**src/cshPkg.sv**
```systemverilog
// Shared widths, types and encodings; four ways assumed, way index sized from numWays
`default_nettype none

package cshPkg;

  localparam int numWays = 4;
  localparam int wayIdxW = $clog2(numWays);
  localparam int diagW = 8;

  typedef logic [numWays-1:0] wayVec_t;
  typedef logic [wayIdxW-1:0] wayIdx_t;
  typedef logic [1:0] diagSel_t;
  typedef logic [diagW-1:0] diagWord_t;

  typedef enum logic [1:0] {
    cycNone = 2'd0,
    cycMb   = 2'd1,
    cycChan = 2'd2,
    cycEbox = 2'd3
  } cycType_t;

  typedef enum logic [2:0] {
    seqIdle     = 3'd0,
    seqT0       = 3'd1,
    seqT1       = 3'd2,
    seqT2       = 3'd3,
    seqT3       = 3'd4,
    seqWaitCore = 3'd5
  } seqState_t;

  typedef enum logic [1:0] {
    outHit       = 2'd0,
    outCoreRead  = 2'd1,
    outWriteback = 2'd2,
    outBusyRetry = 2'd3
  } outcome_t;

  // Request levels, held until granted
  typedef struct packed {
    logic mb;
    logic chan;
    logic ebox;
  } cshReq_t;

  // Single-cycle grant strobes
  typedef struct packed {
    logic mb;
    logic chan;
    logic ebox;
  } cshGrant_t;

  typedef struct packed {
    wayVec_t validMatch;
    wayVec_t wordValid;
    wayVec_t written;
    wayIdx_t lru;
    logic cacheable;
    logic isWrite;
  } lookupInfo_t;

  typedef struct packed {
    logic valid;
    outcome_t outcome;
    wayIdx_t way;
  } eboxResp_t;

endpackage

`default_nettype wire

```
**src/cshArbiter.sv**
```systemverilog
// Fixed priority mb > chan > ebox; grants only while idle, requests must stay up until granted
`timescale 1ns/1ps
`default_nettype none

module cshArbiter (
  input  logic              clk,
  input  logic              rst,
  input  cshPkg::cshReq_t   req,
  input  logic              cycleDone,
  output cshPkg::cshGrant_t grant,
  output cshPkg::cycType_t  cycType,
  output logic              readyToGo
);

  cshPkg::cycType_t grantType;

  // Grant is combinational off the idle flag
  always_comb begin
    readyToGo = (cycType == cshPkg::cycNone);
    grant = '0;
    grantType = cshPkg::cycNone;
    if (readyToGo) begin
      if (req.mb) begin
        grant.mb = 1'b1;
        grantType = cshPkg::cycMb;
      end else if (req.chan) begin
        grant.chan = 1'b1;
        grantType = cshPkg::cycChan;
      end else if (req.ebox) begin
        grant.ebox = 1'b1;
        grantType = cshPkg::cycEbox;
      end
    end
  end

  // Cycle type held from the cycle after grant through cycleDone
  always_ff @(posedge clk) begin
    if (rst) begin
      cycType <= cshPkg::cycNone;
    end else if (cycleDone) begin
      cycType <= cshPkg::cycNone;
    end else if (readyToGo) begin
      cycType <= grantType;
    end
  end

endmodule

`default_nettype wire

```
**src/cshSequencer.sv**
```systemverilog
// T0-T3 cycle timing; abort sampled in T1 only, core read wait ends on the first coreDataValid
`timescale 1ns/1ps
`default_nettype none

module cshSequencer (
  input  logic              clk,
  input  logic              rst,
  input  cshPkg::cshGrant_t grant,
  input  cshPkg::cycType_t  cycType,
  input  logic              eboxCycAbort,
  input  logic              coreDataValid,
  input  cshPkg::outcome_t  outcome,
  input  cshPkg::wayIdx_t   way,
  output logic              evalStrobe,
  output logic              cycleDone,
  output cshPkg::seqState_t state,
  output logic              coreReadReq,
  output cshPkg::eboxResp_t eboxResp
);

  cshPkg::seqState_t nextState;
  logic isEbox;

  always_comb begin
    isEbox = (cycType == cshPkg::cycEbox);
    nextState = state;
    evalStrobe = 1'b0;
    cycleDone = 1'b0;
    eboxResp.valid = 1'b0;
    eboxResp.outcome = outcome;
    eboxResp.way = way;

    case (state)
      cshPkg::seqIdle: begin
        if (|grant) begin
          nextState = cshPkg::seqT0;
        end
      end
      cshPkg::seqT0: begin
        nextState = cshPkg::seqT1;
      end
      cshPkg::seqT1: begin
        // Aborted EBOX cycle ends here with no response
        if (isEbox && eboxCycAbort) begin
          cycleDone = 1'b1;
          nextState = cshPkg::seqIdle;
        end else begin
          nextState = cshPkg::seqT2;
        end
      end
      cshPkg::seqT2: begin
        evalStrobe = 1'b1;
        nextState = cshPkg::seqT3;
      end
      cshPkg::seqT3: begin
        if (isEbox && outcome == cshPkg::outCoreRead) begin
          nextState = cshPkg::seqWaitCore;
        end else begin
          cycleDone = 1'b1;
          eboxResp.valid = isEbox;
          nextState = cshPkg::seqIdle;
        end
      end
      cshPkg::seqWaitCore: begin
        // Request dropped means core data arrived last cycle
        if (!coreReadReq) begin
          cycleDone = 1'b1;
          eboxResp.valid = 1'b1;
          nextState = cshPkg::seqIdle;
        end
      end
      default: begin
        nextState = cshPkg::seqIdle;
      end
    endcase
  end

  always_ff @(posedge clk) begin
    if (rst) begin
      state <= cshPkg::seqIdle;
    end else begin
      state <= nextState;
    end
  end

  // Core read request, up from T3 exit until coreDataValid
  always_ff @(posedge clk) begin
    if (rst) begin
      coreReadReq <= 1'b0;
    end else if (state == cshPkg::seqT3 && nextState == cshPkg::seqWaitCore) begin
      coreReadReq <= 1'b1;
    end else if (coreDataValid) begin
      coreReadReq <= 1'b0;
    end
  end

endmodule

`default_nettype wire

```
**src/cshLookup.sv**
```systemverilog
// Directory lookup decision; inputs must be stable during evalStrobe, result held until the next one
`timescale 1ns/1ps
`default_nettype none

module cshLookup (
  input  logic                clk,
  input  logic                rst,
  input  logic                evalStrobe,
  input  cshPkg::lookupInfo_t lookup,
  input  logic                coreBusy,
  output cshPkg::outcome_t    outcome,
  output cshPkg::wayIdx_t     way
);

  cshPkg::wayVec_t hitVec;
  logic lruWritten;
  cshPkg::outcome_t nextOutcome;
  cshPkg::wayIdx_t nextWay;

  // Highest-numbered set bit wins
  function automatic cshPkg::wayIdx_t topWay(input cshPkg::wayVec_t vec);
    cshPkg::wayIdx_t idx;
    idx = '0;
    for (int i = 0; i < cshPkg::numWays; i++) begin
      if (vec[i]) begin
        idx = cshPkg::wayIdx_t'(i);
      end
    end
    return idx;
  endfunction

  always_comb begin
    // Writes only need the tag, reads also need the word
    if (lookup.isWrite) begin
      hitVec = lookup.validMatch;
    end else begin
      hitVec = lookup.validMatch & lookup.wordValid;
    end
    lruWritten = lookup.written[lookup.lru];
    nextWay = lookup.lru;

    if (|hitVec) begin
      nextOutcome = cshPkg::outHit;
      nextWay = topWay(hitVec);
    end else if (coreBusy) begin
      nextOutcome = cshPkg::outBusyRetry;
    end else if (lookup.cacheable && lruWritten) begin
      nextOutcome = cshPkg::outWriteback;
    end else begin
      nextOutcome = cshPkg::outCoreRead;
    end
  end

  always_ff @(posedge clk) begin
    if (rst) begin
      outcome <= cshPkg::outHit;
      way <= '0;
    end else if (evalStrobe) begin
      outcome <= nextOutcome;
      way <= nextWay;
    end
  end

endmodule

`default_nettype wire

```
**src/cshDiag.sv**
```systemverilog
// Diagnostic word valid the cycle after diagEn; reads as zero whenever diagEn was low
`timescale 1ns/1ps
`default_nettype none

module cshDiag (
  input  logic              clk,
  input  logic              rst,
  input  logic              diagEn,
  input  cshPkg::diagSel_t  diagSel,
  input  cshPkg::seqState_t state,
  input  cshPkg::cycType_t  cycType,
  input  logic              readyToGo,
  input  logic              coreReadReq,
  input  cshPkg::outcome_t  outcome,
  input  cshPkg::wayIdx_t   way,
  output cshPkg::diagWord_t diagData
);

  cshPkg::diagWord_t groupWord;

  // Right-justified groups, upper bits zero
  always_comb begin
    case (diagSel)
      2'd0: groupWord = cshPkg::diagWord_t'(state);
      2'd1: groupWord = cshPkg::diagWord_t'({readyToGo, cycType});
      2'd2: groupWord = cshPkg::diagWord_t'({outcome, way});
      default: groupWord = cshPkg::diagWord_t'(coreReadReq);
    endcase
  end

  always_ff @(posedge clk) begin
    if (rst || !diagEn) begin
      diagData <= '0;
    end else begin
      diagData <= groupWord;
    end
  end

endmodule

`default_nettype wire

```
**src/cshTop.sv**
```systemverilog
// Sweeper control core top; no back-pressure, lookup inputs must hold from grant to cycle end
`timescale 1ns/1ps
`default_nettype none

module cshTop (
  input  logic                clk,
  input  logic                rst,
  input  cshPkg::cshReq_t     req,
  input  cshPkg::lookupInfo_t lookup,
  input  logic                eboxCycAbort,
  input  logic                coreBusy,
  input  logic                coreDataValid,
  input  logic                diagEn,
  input  cshPkg::diagSel_t    diagSel,
  output cshPkg::cshGrant_t   grant,
  output cshPkg::cycType_t    cycType,
  output logic                readyToGo,
  output cshPkg::eboxResp_t   eboxResp,
  output logic                coreReadReq,
  output cshPkg::diagWord_t   diagData
);

  logic cycleDone;
  logic evalStrobe;
  cshPkg::seqState_t state;
  cshPkg::outcome_t outcome;
  cshPkg::wayIdx_t way;

  cshArbiter arbiter (
    .clk(clk), .rst(rst), .req(req), .cycleDone(cycleDone),
    .grant(grant), .cycType(cycType), .readyToGo(readyToGo)
  );

  cshSequencer sequencer (
    .clk(clk), .rst(rst), .grant(grant), .cycType(cycType),
    .eboxCycAbort(eboxCycAbort), .coreDataValid(coreDataValid),
    .outcome(outcome), .way(way), .evalStrobe(evalStrobe),
    .cycleDone(cycleDone), .state(state), .coreReadReq(coreReadReq),
    .eboxResp(eboxResp)
  );

  cshLookup lookupUnit (
    .clk(clk), .rst(rst), .evalStrobe(evalStrobe), .lookup(lookup),
    .coreBusy(coreBusy), .outcome(outcome), .way(way)
  );

  // Diagnostic readout
  cshDiag diag (
    .clk(clk), .rst(rst), .diagEn(diagEn), .diagSel(diagSel),
    .state(state), .cycType(cycType), .readyToGo(readyToGo),
    .coreReadReq(coreReadReq), .outcome(outcome), .way(way),
    .diagData(diagData)
  );

endmodule

`default_nettype wire

```
**config.mk**
```make
export PLATFORM = sky130hd
export DESIGN_NAME = cshTop
export DESIGN_NICKNAME = d
export VERILOG_FILES = /design/src/cshPkg.sv /design/src/cshArbiter.sv /design/src/cshSequencer.sv /design/src/cshLookup.sv /design/src/cshDiag.sv /design/src/cshTop.sv
export SDC_FILE = /design/constraint.sdc
export NUM_CORES = 1
export LEC_CHECK = 0
export BUFFER_PORTS_ARGS = -buffer_cell sky130_fd_sc_hd__buf_2
export CAP_MARGIN = 20
export CORE_MARGIN = 8
export CORE_UTILIZATION = 25
export DETAILED_ROUTE_END_ITERATION = 10
export MAX_ROUTING_LAYER = met4
export PLACE_DENSITY = 0.56
export SLEW_MARGIN = 20
export SYNTH_ARGS = -nofsm -noshare
export SYNTH_HDL_FRONTEND = slang
export SYNTH_HIERARCHICAL = 1
export SYNTH_SLANG_ARGS = --single-unit
```
**constraint.sdc**
```tcl
create_clock -name clk -period 1.6 [get_ports clk]
set_input_delay 0.08 -clock clk [delete_from_list [all_inputs] [get_ports clk]]
set_output_delay 0.08 -clock clk [all_outputs]
set_load 0.01 [all_outputs]
```
# ---- Word-level counts from Yosys, hierarchy flattened
# Cells that the tools add are included.
dict set report word_totals {
  regBits 18
  input_bits 27
  output_inout_bits 20
  wordCells 65
}
dict set report op_classes {
  n_lt_le_gt_ge 1
  n_eq_ne 10
  n_mux 34
  bitwise 1
  n_reduce_logical 13
}
# op count
set ops {}
lappend ops {{2-to-1 mux 2 bit} 11}
lappend ops {{case mux 3 bit (6 select lines)} 1}
lappend ops {{2-to-1 mux 1 bit} 13}
lappend ops {{2-to-1 mux 3 bit} 4}
lappend ops {{case mux 4 bit (3 select lines)} 1}
lappend ops {{== test 3 bit (second input constant)} 3}
lappend ops {{== test 3 x 2 -> 1 bit (second input constant)} 2}
lappend ops {{AND 4 bit} 1}
lappend ops {{== test 2 x 1 -> 1 bit (second input constant)} 2}
lappend ops {{== test 2 bit (second input constant)} 2}
lappend ops {{logical AND 1 bit} 4}
lappend ops {{logical NOT 2 bit} 2}
lappend ops {{2-to-1 mux 4 bit} 1}
lappend ops {{OR reduction 4 bit} 1}
lappend ops {{== test 3 x 1 -> 1 bit (second input constant)} 1}
lappend ops {{logical NOT 3 bit} 1}
lappend ops {{< comparator 2 x 3 -> 1 bit (second input constant)} 1}
lappend ops {{case mux 1 bit (3 select lines)} 1}
lappend ops {{OR reduction 3 bit} 1}
lappend ops {{binary-select mux 1 bit (select 2 bit)} 1}
lappend ops {{case mux 1 bit (2 select lines)} 1}
lappend ops {{nonzero test 2 bit} 1}
lappend ops {{OR reduction 2 bit} 1}
lappend ops {{logical NOT 1 bit} 1}
lappend ops {{logical OR 1 bit} 1}

# ---- Logic depth before layout (Yosys ltp)
dict set report depth {
  depth_word 10
  depth_mapped 6
  mapped_depth_nobuf 5
}

# ---- By module
# The synthesis kept the hierarchy.
# module n_inst cells_per_inst area_each_um2 seq_area_each_um2
set modules_own_cells {}
lappend modules_own_cells {cshSequencer 1 40 330.3 80.1}
lappend modules_own_cells {cshLookup 1 29 241.5 80.1}
lappend modules_own_cells {cshDiag 1 22 220.2 80.1}
lappend modules_own_cells {cshArbiter 1 13 107.6 40.0}

# ---- Least setup slack after synthesis
# No wires, ideal clock.
dict set report synth_timing {
  path_type {reg2reg}
  startpoint {register arbiter.cycType[0]}
  endpoint {register sequencer.state[0]}
  setup_time_ns 0.129
  arrival_ns 1.400
  t_required_ns 1.471
  setup_slack_ns 0.071
  stages_incl_launch_ff 6
  path_buffers 0
  period_less_slack_ns 1.529
  path_cell_list {dfxtp_1 > nor2_1 > and2_1 > or3_1 > a22oi_1 > o22ai_1}
}
# item line_no
set synth_rtl {}
lappend synth_rtl {{from (decl)} cshArbiter.sv:11} ;# output cshPkg::cycType_t cycType,
lappend synth_rtl {{from (signal assigned)} cshArbiter.sv:39} ;# cycType <= cshPkg::cycNone;
lappend synth_rtl {{from (signal assigned)} cshArbiter.sv:41} ;# cycType <= cshPkg::cycNone;
lappend synth_rtl {{from (signal assigned)} cshArbiter.sv:43} ;# cycType <= grantType;
lappend synth_rtl {{to (signal assigned)} cshSequencer.sv:80} ;# state <= cshPkg::seqIdle;
lappend synth_rtl {{to (signal assigned)} cshSequencer.sv:82} ;# state <= nextState;
lappend synth_rtl {{to (decl)} cshSequencer.sv:16} ;# output cshPkg::seqState_t state,

==> flow_summary.yaml <==
layout:
  area_growth_pct: 31.3
  layout.nets: 177
  diodes: 0
  final.fill_count: 378
  multiInputGateArea_um2: 548
  layout-drive-gt1-share_pct: 41.6
  final_cell_mix: "buf_2, dfxtp_1, nand2b_1, nor2b_1"
  layout_commonest_cell: "buf_2"
  regArea_um2: 280
synth:
  synth_seq_cells: 14
  syn_inst: 104
  synth_area_um2: 900
  yosys.area.top_type: "dfxtp_1"
  synth_edf_count: 0
  synth_ff_type: "dfxtp_1"
  synth_area_per_cell_um2: 8.65
  synth_area_leaders: "dfxtp_1, buf_4, mux4_2"
  ys_seq_area_share_pct: 31.2
  synth_cell_types: 43
  synth_warnings: 6
  async_reset_ff_share_pct: 0
  synth_top_area_share_pct: 31.2
setup_path:
  arrival_ns: 1.35
  cp_slowest_cell: "dfxtp_1"
  rr_endpoint: "lookupUnit/way[0]"
  r2r_start: "sequencer/state[0]"
  crit_required_ns: 1.52
  startpoint: "arbiter/cycType[1]"
  reg2reg_depth: 5
  cp_num_cells: 5
  critPathKind: "flip-flop to primary output"
  end_kind: "primary output"
  crit_chain: "buf_4 > nand2_1 > nor3_1 > o21a_1 > buf_2"
  crit_end: "eboxResp[4]"
  crit_path_start_kind: "flip-flop"
  critical-path-top-delay-family: "flip-flops"
  cp_max_fo: 7
  regToRegSetupSlack_ns: 0.20
  critPathMaxStageDelay_ns: 0.42
  path_buf_inv: 2
timing:
  hold_viol: 0
  grt_setup_unrepaired: "false"
  fin_tns_setup_ns: 0
  slew_viol_final: 0
  timing.hold.ws_ns: 0.0658
  setup_viol: 0
  min_period_ns: 1.43
  period_share_pct: 89.2
  fmax_ghz: 0.700
  postLayoutSetupSlackWorst_ns: 0.172
  finClkSkew_ns: 0.000835
grt:
  grt.overflow.total: 0
  grt_pass1_vias: 929
  antenna_found_initial: 0
  grt_pass1_wl_um: 4220
  grt_max_degree: 12
  grt_usage_pct: 8.87
placement:
  numPortBuffers: 42
  gp_congestion: 0.824
  dp_hpwl_um: 2130
  post-place-ws_ns: 0.222
routing:
  vias: 911
  drt_pass1_iterations: 4
  via_per_inst: 4.67
  avgRoutedWirePerCell_um: 13.0
  drt_wl_total_um: 2540
  drc: 0
  drtIter0Drc: 31
  ant_nets: 0
floorplanning:
  pin_count: 47
  initial_core_util_pct: 26.5
  row_count: 21
  dieArea_mm2: 0.00577
  fp.dieH_um: 76.0
  core-area_mm2: 0.00339
  die_x_um: 76.0
clock_network:
  cts_tree: "done"
  cts.clk_slew.worst_paths_ns: 0.09
  post_cts_resize_count: 0
  cts-root-buf: "clkbuf_4"
  clkSinkCount: 14
  insertion_delay_ns: 0.27
  clk_path_buf_depth: 2
  ctsHoldBuffers: 0
  htree_levels: 1
  cts_buffers: 3
  post-cts-setup-buffer-count: 0
min_path:
  hp-class: "input port to flip-flop"
power_and_ir_drop:
  power_uw: 880
  p_per_area_mw_per_mm2: 745
  peakVddDrop_uv: 220
  leakage_nw: 0.535
status:
  status: "complete, no violations"
job:
  cap_viol_max_count: 0
cell type report:
type | instances | area share [%]
clock buffers | 4 | 3.07
inverters | 3 | 0.953
multi-input cells | 81 | 46.4
flip-flops and latches | 14 | 23.7
well taps | 46 | 4.87
repair buffers | 47 | 21.0
stage by stage:
stage               instances  instance area [um2]  utilization, %
floorplan                 107                  911               -
global placement          191                 1140            33.8
detailed placement        191                 1140            33.8
CTS                       195                 1180            34.8
global route              195                 1180            34.8
finish                    195                 1180            34.8
routing by layer:
layer  routed length, um  GRT usage (%)  vias to the layer above
met4                  18           3.14                        0
li1                    -              -                      463
met2                1310           15.0                       27
met3                 135           2.71                        2
met5                   0              -                        -
met1                1080           9.56                      419
where the power goes:
part           internal [mW]  switching (mW)
Clock                  0.138           0.116
Sequential             0.369          0.0184
Combinational          0.117           0.122
Total                  0.624           0.256
cells by family (layout without fill, tap and decap cells):
| group | count (synthesis) | count (layout) | share of synthesized area (%) |
|---|---|---|---|
| and+or+nand+nor | 49 | 49 | 33.4 |
| other | 1 | 4 | 0.417 |
| muxes | 3 | 3 | 6.12 |
| DFF | 14 | 14 | 31.2 |
| AOI/OAI and AO/OA | 25 | 25 | 19.8 |
| buffers and inverters | 12 | 54 | 9.18 |
worst min path at each step:
stage	from	depth (start not counted)	endpoint	slack, ns
floorplan	rst	1	sequencer/coreReadReq	0.15
finish	diagSel[0]	2	diag/diagData[3]	0.07
global route	diagSel[0]	2	diag/diagData[3]	0.07
CTS	coreDataValid	3	sequencer/coreReadReq	0.06
global placement	diagSel[0]	2	diag/diagData[3]	0.35
detailed placement	diagSel[0]	2	diag/diagData[3]	0.36
flip-flops by register name, indices dropped and copies added, names as in the netlist:
name and cells:
diag/diagData 4, lookupUnit/outcome 2, sequencer/state 3, sequencer/coreReadReq 1, arbiter/cycType 2, lookupUnit/way 2
Yosys cell counts, drive strengths merged (2+ instances only):
cell type	count
a21oi	5
nor4	2
or2	2
buf	9
or3	2
inv	3
dfxtp	14
mux4	2
nor2b	8
nor2	6
nand2	7
o21a	3
nor3b	2
nand2b	7
a211oi	4
o21ai	4
nor3	6
(Power assumes the default switching activity.)
